`src/verilog/a2_card_macros.svh`:
```
// Apple II card glue logic widths, shift amounts and enable defaults
`ifndef A2_CARD_MACROS_SVH
`define A2_CARD_MACROS_SVH

// Bus and audio widths
`define A2_DATA_W 8
`define A2_SAMPLE_W 16
`define A2_MB_AUDIO_W 10
`define A2_MB_SHIFT 5
`define A2_SPK_SHIFT 13

// Video and clock recovery
`define A2_COLOR_W 8
`define A2_COORD_W 10
`define A2_SYNC_STAGES 2

// Front panel and feature defaults
`define A2_DIP_W 4
`define A2_LED_W 5
`define A2_SCANLINES_DEFAULT 0
`define A2_SPEAKER_DEFAULT 0
`define A2_HDMI_SLEEP_ENABLE 1

`endif

```
`src/verilog/a2_av_pkg.sv`:
```
// Audio and video types for the mixer, video post stage and front panel
`default_nettype none

`include "a2_card_macros.svh"

package a2_av_pkg;

    // Unsigned audio sample fed to the output stage
    typedef logic [`A2_SAMPLE_W-1:0] sample_t;

    // One colour channel
    typedef logic [`A2_COLOR_W-1:0] color_t;

    // Packed pixel, red in the top byte
    typedef struct packed {
        color_t r;
        color_t g;
        color_t b;
    } rgb_t;

    // What the LEDs show
    typedef enum logic {
        LED_SOC = 1'b0,
        LED_VDP = 1'b1
    } led_mode_e;

endpackage

`default_nettype wire

```
`src/verilog/a2_bus_pkg.sv`:
```
// Apple II bus types shared by the card interface and the response arbiter
`default_nettype none

`include "a2_card_macros.svh"

package a2_bus_pkg;

    // One byte on the Apple data bus
    typedef logic [`A2_DATA_W-1:0] a2_data_t;

    // Card that owns the data bus in the current cycle
    typedef enum logic [2:0] {
        CARD_NONE = 3'd0,
        CARD_SSC  = 3'd1,
        CARD_SSP  = 3'd2,
        CARD_MB   = 3'd3,
        CARD_DISK = 3'd4
    } card_sel_e;

endpackage

`default_nettype wire

```
`src/verilog/card_resp_if.sv`:
```
// Card response bundle with read strobes, read data and interrupt lines
`timescale 1ns/1ps
`default_nettype none

interface card_resp_if;
    import a2_bus_pkg::*;

    // Read enables and data per card
    logic     ssc_rd;
    a2_data_t ssc_data;
    logic     ssp_rd;
    a2_data_t ssp_data;
    logic     mb_rd;
    a2_data_t mb_data;
    logic     disk_rd;
    a2_data_t disk_data;

    // Active-low interrupts, Disk II has none
    logic     mb_irq_n;
    logic     ssp_irq_n;
    logic     ssc_irq_n;

    modport src (
        output ssc_rd, ssc_data, ssp_rd, ssp_data, mb_rd, mb_data, disk_rd, disk_data,
        output mb_irq_n, ssp_irq_n, ssc_irq_n
    );

    modport arb (
        input ssc_rd, ssc_data, ssp_rd, ssp_data, mb_rd, mb_data, disk_rd, disk_data,
        input mb_irq_n, ssp_irq_n, ssc_irq_n
    );

endinterface

`default_nettype wire
```
`src/verilog/a2_audio_mixer.sv`:
```
// Audio mixer summing sprite, Mockingboard and speaker into one 16-bit sample
`timescale 1ns/1ps
`default_nettype none

`include "a2_card_macros.svh"

module a2_audio_mixer (
    input  wire                        clk_logic_w,
    input  wire                        rst_i,
    input  a2_av_pkg::sample_t         ssp_audio_i,
    input  wire [`A2_MB_AUDIO_W-1:0]   mb_audio_i,
    input  wire                        speaker_i,
    input  wire                        speaker_en_i,
    output a2_av_pkg::sample_t         audio_o
);
    import a2_av_pkg::*;

    sample_t mb_term_w;
    sample_t spk_term_w;

    // Mockingboard lands in the upper bits of the sample
    assign mb_term_w  = sample_t'(mb_audio_i) << `A2_MB_SHIFT;

    // Speaker is a single loud bit
    assign spk_term_w = sample_t'(speaker_i & speaker_en_i) << `A2_SPK_SHIFT;

    // Sum wraps at the sample width
    always_ff @(posedge clk_logic_w) begin
        if (rst_i) begin
            audio_o <= '0;
        end else begin
            audio_o <= ssp_audio_i + mb_term_w + spk_term_w;
        end
    end

endmodule

`default_nettype wire

```
`src/verilog/a2_card_arbiter.sv`:
```
// Card response arbiter merging read data by fixed priority and combining interrupts
`timescale 1ns/1ps
`default_nettype none

module a2_card_arbiter (
    input  wire                  clk_logic_w,
    input  wire                  rst_i,
    card_resp_if.arb             cards,
    input  a2_bus_pkg::a2_data_t bus_data_i,
    output logic                 data_out_en_o,
    output a2_bus_pkg::a2_data_t data_out_o,
    output logic                 irq_n_o
);
    import a2_bus_pkg::*;

    card_sel_e sel_w;
    a2_data_t  data_w;

    // SSC wins over SSP, then Mockingboard, then Disk II
    always_comb begin
        if (cards.ssc_rd) begin
            sel_w = CARD_SSC;
        end else if (cards.ssp_rd) begin
            sel_w = CARD_SSP;
        end else if (cards.mb_rd) begin
            sel_w = CARD_MB;
        end else if (cards.disk_rd) begin
            sel_w = CARD_DISK;
        end else begin
            sel_w = CARD_NONE;
        end
    end

    always_comb begin
        case (sel_w)
            CARD_SSC:  data_w = cards.ssc_data;
            CARD_SSP:  data_w = cards.ssp_data;
            CARD_MB:   data_w = cards.mb_data;
            CARD_DISK: data_w = cards.disk_data;
            // Nobody answers so the bus byte passes through
            default:   data_w = bus_data_i;
        endcase
    end

    always_ff @(posedge clk_logic_w) begin
        if (rst_i) begin
            data_out_en_o <= 1'b0;
            irq_n_o       <= 1'b1;
        end else begin
            data_out_en_o <= cards.ssc_rd | cards.ssp_rd | cards.mb_rd | cards.disk_rd;
            irq_n_o       <= cards.mb_irq_n & cards.ssp_irq_n & cards.ssc_irq_n;
        end
    end

    always_ff @(posedge clk_logic_w) begin
        data_out_o <= data_w;
    end

endmodule

`default_nettype wire

```
`src/verilog/a2_card_top.sv`:
```
// Apple II card glue top level tying clock recovery, arbiter, audio, video and panel
`timescale 1ns/1ps
`default_nettype none

`include "a2_card_macros.svh"

module a2_card_top (
    input  wire                     clk_logic_w,
    input  wire                     rst_i,
    // Apple bus clocks
    input  wire                     a2_phi1_i,
    input  wire                     a2_7m_i,
    // Card responses
    input  wire                     ssc_rd_i,
    input  a2_bus_pkg::a2_data_t    ssc_data_i,
    input  wire                     ssp_rd_i,
    input  a2_bus_pkg::a2_data_t    ssp_data_i,
    input  wire                     mb_rd_i,
    input  a2_bus_pkg::a2_data_t    mb_data_i,
    input  wire                     disk_rd_i,
    input  a2_bus_pkg::a2_data_t    disk_data_i,
    input  wire                     ssc_irq_n_i,
    input  wire                     ssp_irq_n_i,
    input  wire                     mb_irq_n_i,
    input  a2_bus_pkg::a2_data_t    bus_data_i,
    // Audio sources
    input  a2_av_pkg::sample_t      ssp_audio_i,
    input  wire [`A2_MB_AUDIO_W-1:0] mb_audio_l_i,
    input  wire [`A2_MB_AUDIO_W-1:0] mb_audio_r_i,
    input  wire                     speaker_i,
    // Video
    input  a2_av_pkg::rgb_t         rgb_i,
    input  wire [`A2_COORD_W-1:0]   screen_y_i,
    input  wire                     sleep_i,
    // Front panel
    input  wire [`A2_DIP_W-1:0]     dip_n_i,
    input  wire                     button_n_i,
    input  wire                     soc_led_i,
    input  wire                     vdp_unlocked_i,
    input  wire [`A2_LED_W-2:0]     vdp_gmode_i,
    // Recovered bus clocks
    output logic                    phi0_o,
    output logic                    phi1_o,
    output logic                    phi1_posedge_o,
    output logic                    phi1_negedge_o,
    output logic                    clk_2m_posedge_o,
    output logic                    clk_7m_o,
    output logic                    clk_7m_posedge_o,
    output logic                    clk_7m_negedge_o,
    output logic                    clk_14m_posedge_o,
    // Bus response
    output logic                    data_out_en_o,
    output a2_bus_pkg::a2_data_t    data_out_o,
    output logic                    irq_n_o,
    // Audio, video and panel
    output a2_av_pkg::sample_t      audio_l_o,
    output a2_av_pkg::sample_t      audio_r_o,
    output a2_av_pkg::rgb_t         rgb_o,
    output logic                    tmds_oe_o,
    output logic                    scanlines_en_o,
    output logic                    speaker_en_o,
    output logic [`A2_LED_W-1:0]    led_o
);

    card_resp_if cards_if ();

    assign cards_if.ssc_rd    = ssc_rd_i;
    assign cards_if.ssc_data  = ssc_data_i;
    assign cards_if.ssp_rd    = ssp_rd_i;
    assign cards_if.ssp_data  = ssp_data_i;
    assign cards_if.mb_rd     = mb_rd_i;
    assign cards_if.mb_data   = mb_data_i;
    assign cards_if.disk_rd   = disk_rd_i;
    assign cards_if.disk_data = disk_data_i;
    assign cards_if.mb_irq_n  = mb_irq_n_i;
    assign cards_if.ssp_irq_n = ssp_irq_n_i;
    assign cards_if.ssc_irq_n = ssc_irq_n_i;

    a2_clock_recovery clk_rec (
        .clk_logic_w       (clk_logic_w),
        .rst_i             (rst_i),
        .a2_phi1_i         (a2_phi1_i),
        .a2_7m_i           (a2_7m_i),
        .phi0_o            (phi0_o),
        .phi1_o            (phi1_o),
        .phi1_posedge_o    (phi1_posedge_o),
        .phi1_negedge_o    (phi1_negedge_o),
        .clk_2m_posedge_o  (clk_2m_posedge_o),
        .clk_7m_o          (clk_7m_o),
        .clk_7m_posedge_o  (clk_7m_posedge_o),
        .clk_7m_negedge_o  (clk_7m_negedge_o),
        .clk_14m_posedge_o (clk_14m_posedge_o)
    );

    a2_card_arbiter arbiter (
        .clk_logic_w   (clk_logic_w),
        .rst_i         (rst_i),
        .cards         (cards_if.arb),
        .bus_data_i    (bus_data_i),
        .data_out_en_o (data_out_en_o),
        .data_out_o    (data_out_o),
        .irq_n_o       (irq_n_o)
    );

    // Sprite audio is mono and feeds both sides
    a2_audio_mixer mix_l (
        .clk_logic_w  (clk_logic_w),
        .rst_i        (rst_i),
        .ssp_audio_i  (ssp_audio_i),
        .mb_audio_i   (mb_audio_l_i),
        .speaker_i    (speaker_i),
        .speaker_en_i (speaker_en_o),
        .audio_o      (audio_l_o)
    );

    a2_audio_mixer mix_r (
        .clk_logic_w  (clk_logic_w),
        .rst_i        (rst_i),
        .ssp_audio_i  (ssp_audio_i),
        .mb_audio_i   (mb_audio_r_i),
        .speaker_i    (speaker_i),
        .speaker_en_i (speaker_en_o),
        .audio_o      (audio_r_o)
    );

    a2_video_post video_post (
        .clk_logic_w    (clk_logic_w),
        .rst_i          (rst_i),
        .rgb_i          (rgb_i),
        .screen_y_i     (screen_y_i),
        .scanlines_en_i (scanlines_en_o),
        .sleep_i        (sleep_i),
        .rgb_o          (rgb_o),
        .tmds_oe_o      (tmds_oe_o)
    );

    a2_front_panel front_panel (
        .clk_logic_w    (clk_logic_w),
        .rst_i          (rst_i),
        .dip_n_i        (dip_n_i),
        .button_n_i     (button_n_i),
        .soc_led_i      (soc_led_i),
        .vdp_unlocked_i (vdp_unlocked_i),
        .vdp_gmode_i    (vdp_gmode_i),
        .scanlines_en_o (scanlines_en_o),
        .speaker_en_o   (speaker_en_o),
        .led_o          (led_o)
    );

endmodule

`default_nettype wire

```
`src/verilog/a2_clock_recovery.sv`:
```
// Bus clock recovery bringing phi1 and 7M into the logic clock with edge pulses
`timescale 1ns/1ps
`default_nettype none

`include "a2_card_macros.svh"

module a2_clock_recovery (
    input  wire  clk_logic_w,
    input  wire  rst_i,
    input  wire  a2_phi1_i,
    input  wire  a2_7m_i,
    output logic phi0_o,
    output logic phi1_o,
    output logic phi1_posedge_o,
    output logic phi1_negedge_o,
    output logic clk_2m_posedge_o,
    output logic clk_7m_o,
    output logic clk_7m_posedge_o,
    output logic clk_7m_negedge_o,
    output logic clk_14m_posedge_o
);

    // Bit 0 carries phi1, bit 1 carries 7M
    logic [1:0] raw_w;
    logic [`A2_SYNC_STAGES-1:0][1:0] sync_q;
    logic [1:0] sync_w;
    logic [1:0] dly_q;
    logic [1:0] rise_w;
    logic [1:0] fall_w;

    assign raw_w  = {a2_7m_i, a2_phi1_i};
    assign sync_w = sync_q[`A2_SYNC_STAGES-1];

    always_ff @(posedge clk_logic_w) begin
        if (rst_i) begin
            sync_q <= '0;
            dly_q  <= '0;
        end else begin
            sync_q <= {sync_q[`A2_SYNC_STAGES-2:0], raw_w};
            dly_q  <= sync_w;
        end
    end

    // One pulse per input transition
    assign rise_w = sync_w & ~dly_q;
    assign fall_w = ~sync_w & dly_q;

    assign phi1_o            = sync_w[0];
    assign phi0_o            = ~sync_w[0];
    assign phi1_posedge_o    = rise_w[0];
    assign phi1_negedge_o    = fall_w[0];
    assign clk_2m_posedge_o  = rise_w[0] | fall_w[0];

    assign clk_7m_o          = sync_w[1];
    assign clk_7m_posedge_o  = rise_w[1];
    assign clk_7m_negedge_o  = fall_w[1];
    // Both 7M edges give the 14M rate
    assign clk_14m_posedge_o = rise_w[1] | fall_w[1];

endmodule

`default_nettype wire

```
`src/verilog/a2_front_panel.sv`:
```
// Front panel decoding the DIP switches and driving the LEDs by button mode
`timescale 1ns/1ps
`default_nettype none

`include "a2_card_macros.svh"

module a2_front_panel (
    input  wire                     clk_logic_w,
    input  wire                     rst_i,
    input  wire [`A2_DIP_W-1:0]     dip_n_i,
    input  wire                     button_n_i,
    input  wire                     soc_led_i,
    input  wire                     vdp_unlocked_i,
    input  wire [`A2_LED_W-2:0]     vdp_gmode_i,
    output logic                    scanlines_en_o,
    output logic                    speaker_en_o,
    output logic [`A2_LED_W-1:0]    led_o
);
    import a2_av_pkg::*;

    led_mode_e led_mode_w;

    // Switches are active low
    assign scanlines_en_o = ~dip_n_i[0] | 1'(`A2_SCANLINES_DEFAULT);
    assign speaker_en_o   = ~dip_n_i[1] | 1'(`A2_SPEAKER_DEFAULT);

    assign led_mode_w = button_n_i ? LED_VDP : LED_SOC;

    // LEDs are active low, so all ones is dark
    always_ff @(posedge clk_logic_w) begin
        if (rst_i) begin
            led_o <= '1;
        end else if (led_mode_w == LED_SOC) begin
            led_o <= {{(`A2_LED_W-1){1'b1}}, ~soc_led_i};
        end else begin
            led_o <= {~vdp_unlocked_i, ~vdp_gmode_i};
        end
    end

endmodule

`default_nettype wire

```
`src/verilog/a2_video_post.sv`:
```
// Video post stage with scanline dimming and TMDS output enable
`timescale 1ns/1ps
`default_nettype none

`include "a2_card_macros.svh"

module a2_video_post (
    input  wire                     clk_logic_w,
    input  wire                     rst_i,
    input  a2_av_pkg::rgb_t         rgb_i,
    input  wire [`A2_COORD_W-1:0]   screen_y_i,
    input  wire                     scanlines_en_i,
    input  wire                     sleep_i,
    output a2_av_pkg::rgb_t         rgb_o,
    output logic                    tmds_oe_o
);
    import a2_av_pkg::*;

    logic dim_w;
    rgb_t rgb_w;

    // Odd lines get half brightness
    assign dim_w = scanlines_en_i & screen_y_i[0];

    always_comb begin
        rgb_w = rgb_i;
        if (dim_w) begin
            rgb_w.r = rgb_i.r >> 1;
            rgb_w.g = rgb_i.g >> 1;
            rgb_w.b = rgb_i.b >> 1;
        end
    end

    always_ff @(posedge clk_logic_w) begin
        if (rst_i) begin
            rgb_o     <= '0;
            tmds_oe_o <= 1'b0;
        end else begin
            rgb_o     <= rgb_w;
            // Output goes dark while the bus sleeps
            tmds_oe_o <= ~(sleep_i & 1'(`A2_HDMI_SLEEP_ENABLE));
        end
    end

endmodule

`default_nettype wire

```
`config.mk`:
```
export PLATFORM = sky130hd
export DESIGN_NAME = a2_card_top
export DESIGN_NICKNAME = d
export VERILOG_FILES = /design/src/verilog/a2_av_pkg.sv /design/src/verilog/a2_bus_pkg.sv /design/src/verilog/card_resp_if.sv /design/src/verilog/a2_audio_mixer.sv /design/src/verilog/a2_card_arbiter.sv /design/src/verilog/a2_card_top.sv /design/src/verilog/a2_clock_recovery.sv /design/src/verilog/a2_front_panel.sv /design/src/verilog/a2_video_post.sv
export VERILOG_INCLUDE_DIRS = /design/src /design/src/verilog
export SDC_FILE = /design/constraint.sdc
export NUM_CORES = 1
export LEC_CHECK = 0
export ABC_AREA = 0
export ABC_CLOCK_PERIOD_IN_PS = 3500
export BUFFER_PORTS_ARGS = -buffer_cell sky130_fd_sc_hd__buf_2
export CAP_MARGIN = 25
export CORE_UTILIZATION = 43
export DETAILED_ROUTE_END_ITERATION = 8
export PLACE_DENSITY_LB_ADDON = 0.15
export SYNTH_ARGS = -nofsm -noshare
export SYNTH_HDL_FRONTEND = slang
export SYNTH_SLANG_ARGS = --single-unit
```
`constraint.sdc`:
```
create_clock -name clk_logic_w -period 3.5 [get_ports clk_logic_w]
set_input_delay 0.7 -clock clk_logic_w [delete_from_list [all_inputs] [get_ports clk_logic_w]]
set_output_delay 0.7 -clock clk_logic_w [all_outputs]
set_load 0.1 [all_outputs]
```
; ---- Word level (Yosys, flattened, before mapping)
; Cells that the tools add are included.
[classes]
n_lt_le_gt_ge = 0
bitwise_logic = 21
n_eq_ne = 4
multipliers = 0
n_mux = 8
shifts = 0
add_sub_neg = 4
div_mod_pow = 0
reduce_logical = 2
[ops]
columns = operator, n
row1 = adder 16 x 15 -> 16 bit, 2
row2 = adder 16 bit, 2
row3 = case mux 8 bit (4 select lines), 1
row4 = 2-to-1 mux 23 bit, 1
row5 = 2-to-1 mux 3 bit, 4
row6 = inverter 1 bit, 7
row7 = == test 3 x 2 -> 1 bit (second input constant), 2
row8 = bitwise OR 1 bit, 5
row9 = bitwise AND 1 bit, 4
row10 = bitwise AND 2 bit, 2
row11 = inverter 2 bit, 2
row12 = inverter 4 bit, 1
row13 = OR reduction 2 bit, 2
row14 = == test 3 x 1 -> 1 bit (second input constant), 1
row15 = == test 3 bit (second input constant), 1
row16 = 2-to-1 mux 1 bit, 2
[totals]
out_inout_bits = 83
romBits = 0
memories = 0
inputBits = 134
mem_bits_rw = 0
elab_cells = 56
reg_bits = 78
latch_bits = 0

; ---- Logic depth before layout (Yosys ltp)
[logic_depth]
ltp_word = 6
ltp_mapped = 9
ltp_nobuf = 9

; ---- Modules after synthesis
; A second synthesis with hierarchy kept.
[hier_totals]
cells_unflattened = 380
hier_area_um2 = 3827.4
[modules_own_cells]
columns = module, instances, seq_area_each_um2, cells_each, area_per_inst_um2
row1 = a2_audio_mixer at mix_l, 1, 320.3, 97, 945.9
row2 = a2_audio_mixer at mix_r, 1, 320.3, 97, 939.7
row3 = a2_video_post, 1, 500.5, 81, 932.1
row4 = a2_card_arbiter, 1, 200.2, 69, 631.9
row5 = a2_clock_recovery, 1, 120.1, 22, 230.2
row6 = a2_front_panel, 1, 100.1, 14, 147.6

; ---- Worst setup path before layout
; Ideal clock, no wire load.
[synth_path]
path_type = reg-to-output
from = register clk_rec.sync_q, in the netlist clk_rec.sync_w[0]
to = output clk_2m_posedge_o
path_slack_ns = 0.059
n_path_buf = 0
required_time_ns = 2.800
path_stages_with_launch = 4
arrival_time_ns = 2.741
cell_sequence = dfxtp_1 > inv_1 > ha_1 > inv_1
[synth_between]
elab_chain_len = 3
elab_cells_between_ends = 4
classes_between = 4 x bitwise
[synth_rtl]
columns = element, line_no
row1 = from (decl), a2_clock_recovery.sv:25  ; logic [`A2_SYNC_STAGES-1:0][1:0] sync_q;
row2 = from (signal assigned), a2_clock_recovery.sv:39  ; sync_q <= {sync_q[`A2_SYNC_STAGES-2:0], raw_w};
row3 = inverter 2 bit, a2_clock_recovery.sv:46  ; assign fall_w = ~sync_w & dly_q;
row4 = bitwise AND 2 bit, a2_clock_recovery.sv:46
row5 = bitwise OR 1 bit *, a2_clock_recovery.sv:52  ; assign clk_2m_posedge_o = rise_w[0] | fall_w[0];
row6 = to (decl), a2_card_top.sv:46  ; output logic clk_2m_posedge_o,
; Mark *: on every way between the ends. The rest lies on a longest branch, timed or not.

; ---- Worst setup path after layout
[layout_path]
from = input ssp_audio_i[6]
to = register mix_r.audio_o[14]
[layout_between]
elab_chain_len = 2
[layout_rtl]
columns = element, line_no
row1 = from (decl), a2_card_top.sv:27  ; input a2_av_pkg::sample_t ssp_audio_i,
row2 = adder 16 x 15 -> 16 bit, a2_audio_mixer.sv:32  ; audio_o <= ssp_audio_i + mb_term_w + spk_term_w;
row3 = adder 16 bit, a2_audio_mixer.sv:32
row4 = to (signal assigned), a2_audio_mixer.sv:32
row5 = to (decl), a2_audio_mixer.sv:14  ; output a2_av_pkg::sample_t audio_o
; No other way between the ends.
; A chain may end at the register's enable or synchronous reset.

==> reports/results.tsv <==
stage	metric	value	unit
floorplan	fp.coreArea	7727	um^2
clock_tree	clock_latency	340	ps
power	vdd.ir_drop.worst	273.9	uV
sta	rsz0062_at_grt	false	
logic_synthesis	synth_top_cells_by_count	dfxtp_1 (73), nand2_1 (61), ha_1 (40), a21oi_1 (33), nor2b_1 (19)	
critical_path	cp-end-kind	flop	
logic_synthesis	synth_area_leaders	dfxtp_1 (43%), ha_1 (15%), nand2_1 (6.7%), a21oi_1 (4.8%), nor2b_1 (3.5%)	
route	drcViolationCount	0	
clock_tree	cts_hold_buf	0	
route	drt_wl_total	8436	um
global_route	grt_pass1_wl	13710	um
clock_tree	postCtsSetupBuffers	0	
logic_synthesis	synthArstFlopShare	0	%
global_route	track_usage	20.72	%
critical_path	worstReg2RegStart	clk_rec.sync_w[0]	
clock_tree	h-tree-depth	3	
global_route	first_global_vias	3149	
power	power_frac_seq	34.1	%
route	routedWlPerCell	12.48	um
clock_tree	cts_sinks	73	
power	power-per-cell-area	570.6	nW/um^2
power	clkPwrFrac	27.7	%
global_route	antenna_found_initial	0	
floorplan	pin_count	217	
floorplan	start_util	44.32	%
clock_tree	cts.reportedPaths.clkPinSlew	80	ps
clock_tree	clock_path_buffers	2	
route	postRouteAntennaNets	0	
flow_run	cap_violations	0	
worst_hold_path	hold_end	clk_rec.sync_w[1]	
sta	tightest_slew	835.8	ps
worst_hold_path	holdPathStages	1	
route	via_per_inst	4.830	
clock_tree	cts-root-buf	clkbuf_8	
logic_synthesis	synth_area	3425	um^2
route	vias	3265	
sta	max_freq	0.3788	GHz
sta	setup_viol	0	
cells_and_area	final_nets	747	
critical_path	r2r-end	clk_rec.dly_q[0]	
critical_path	cp_max_fo	3	
sta	hold_viol	0	
logic_synthesis	post_synth_inst_count	370	
power	total_leakage_power	2.513	nW
global_route	overflow	0	
sta	fin_tns_setup	0	ps
logic_synthesis	yosys.cell_count.top_type	dfxtp_1	
floorplan	die_h	91.24	um
critical_path	crit_type	input port to flop	
logic_synthesis	yosysWarnings	0	
placed_design	gp_congestion	0.8103	
logic_synthesis	yosysTopAreaCellShare	42.67	%
logic_synthesis	synth_ff_type	dfxtp_1	
logic_synthesis	syn_nets	548	
critical_path	reg2regPathDepth	2	
cells_and_area	area_growth	38.14	%
floorplan	die-area	8325	um^2
logic_synthesis	synth_edf_count	0	
power	finalPower	2.699	mW
sta	fin_crit	2640	ps
route	drt_pass1_iterations	4	
logic_synthesis	yosysTopAreaCell	dfxtp_1	
power	p_switching	1.156	mW
placed_design	dp_hpwl	6769	um
critical_path	crit_required	3730	ps
status	status	completed	
sta	slew_violations	0	
clock_tree	post_cts_resized	0	
sta	relSlewSlack	43.82	%
critical_path	startpoint_type	input port	
logic_synthesis	ys_ff_latch	73	
route	first_iter_violations	73	
sta	post-route-period-util	75.43	%
worst_hold_path	min_from	clk_rec.sync_q[1]	
worst_hold_path	hold_class	flop to flop	
critical_path	worstPathArrival	2870	ps
logic_synthesis	avgSynthCellArea	9.255	um^2
power	netSwitchingFraction	42.82	%
cells_and_area	antenna_cells	0	
placed_design	port-buffer-count	205	
power	comb_power_share	38.1	%
global_route	grt_max_degree	29	
power	internal_power	1.544	mW
logic_synthesis	ys_seq_area_share	42.67	%
clock_tree	cts_tree	built	
logic_synthesis	yosysUniqueCellTypes	40	
sta	fin_worst_skew	3.707	ps
floorplan	fp-row-count	32	
clock_tree	numCtsBuffers	9	
sta	holdWs	435.2	ps
critical_path	r2r_setup_slack	2910	ps
cells_and_area	drive_gt1_share	40.24	%
floorplan	die_x	91.24	um
power groups by stage:
stage,Clock [mW],Sequential [mW],Combinational [mW]
after floorplan,0,1.47,0.301
after global placement,0,0.940,1.02
after detailed placement,0,0.941,1.03
after CTS,0.769,0.922,1.03
after global routing,0.807,0.929,1.09
final,0.749,0.922,1.03
kinds of logic after synthesis:
group	after synthesis	share of synthesized area, %
simple gates	119	16.66
xor+xnor	9	2.302
flops	73	42.67
buf+inv	38	4.713
mux	2	0.6211
fa+ha+maj	44	16.95
compound gates	85	16.08
layer usage:
layer | track usage (%) | part of all wire [%]
met5 | 0 | 0
met4 | 7.407 | 2.0
met3 | 6.700 | 8.2
met2 | 37.94 | 49
met1 | 22.14 | 41
final cells by class:
| cell class | count | area (um^2) |
|---|---|---|
| multi-input cells | 259 | 1802 |
| clock buffers | 9 | 123.9 |
| repair buffers | 208 | 1049 |
| clock inverters | 7 | 100.1 |
| fillers | 702 | 2997 |
| well taps | 102 | 127.6 |
| flip-flops and latches | 73 | 1461 |
| inverters | 18 | 67.56 |
registers in the layout (all words and copies together) (netlist names):
signal,count
video_post.tmds_oe_o,1
mix_l.audio_o,16
arbiter.data_out_o,8
arbiter.data_out_en_o,1
clk_rec.sync_q,2
front_panel.led_o,5
mix_r.audio_o,11
arbiter.irq_n_o,1
video_post.rgb_o,24
clk_rec.sync_w,2
clk_rec.dly_q,2
worst max path at each step:
stage | from | to | slack [ps] | cells past startpoint
floorplan | clk_rec.sync_w[0] | clk_2m_posedge_o | 60 | 3
global route | ssp_audio_i[6] | mix_r.audio_o[14] | 800 | 10
global placement | ssp_audio_i[6] | mix_r.audio_o[14] | 510 | 10
CTS | ssp_audio_i[6] | mix_r.audio_o[14] | 870 | 10
finish | ssp_audio_i[6] | mix_r.audio_o[14] | 860 | 10
detailed placement | ssp_audio_i[6] | mix_r.audio_o[14] | 500 | 10
per-stage QoR:
step                area [um^2]  utilization (%)  instances  worst slack, ps
global route               4731            61.22        676            796.6
CTS                        4731            61.22        676            866.3
global placement           4507            58.32        660            511.3
floorplan                  3425                -        370            58.72
detailed placement         4507            58.32        660            502.4
finish                     4731            61.22        676            860.1
critical path, cell delays in order:
cell     delay (ps)
buf_2           110
ha_1            280
ha_1            210
inv_1            70
fa_1            230
nor2b_4          60
o31a_1          270
or4_1           410
a31oi_1         210
mux2_1          340
layout by cell type, fill, tap and decap left out, types with 5 or more instances in the layout:
master	n
buf_2	205
xnor2_1	5
o21a_1	7
a22oi_1	8
a21oi_1	33
inv_1	18
ha_1	40
o21ai_0	14
dfxtp_1	73
nor3_1	7
nand2_1	61
nor2b_1	19
clkbuf_8	9
and2_1	5
a221o_1	8
nor2_1	15
(Power assumes the default switching activity.)
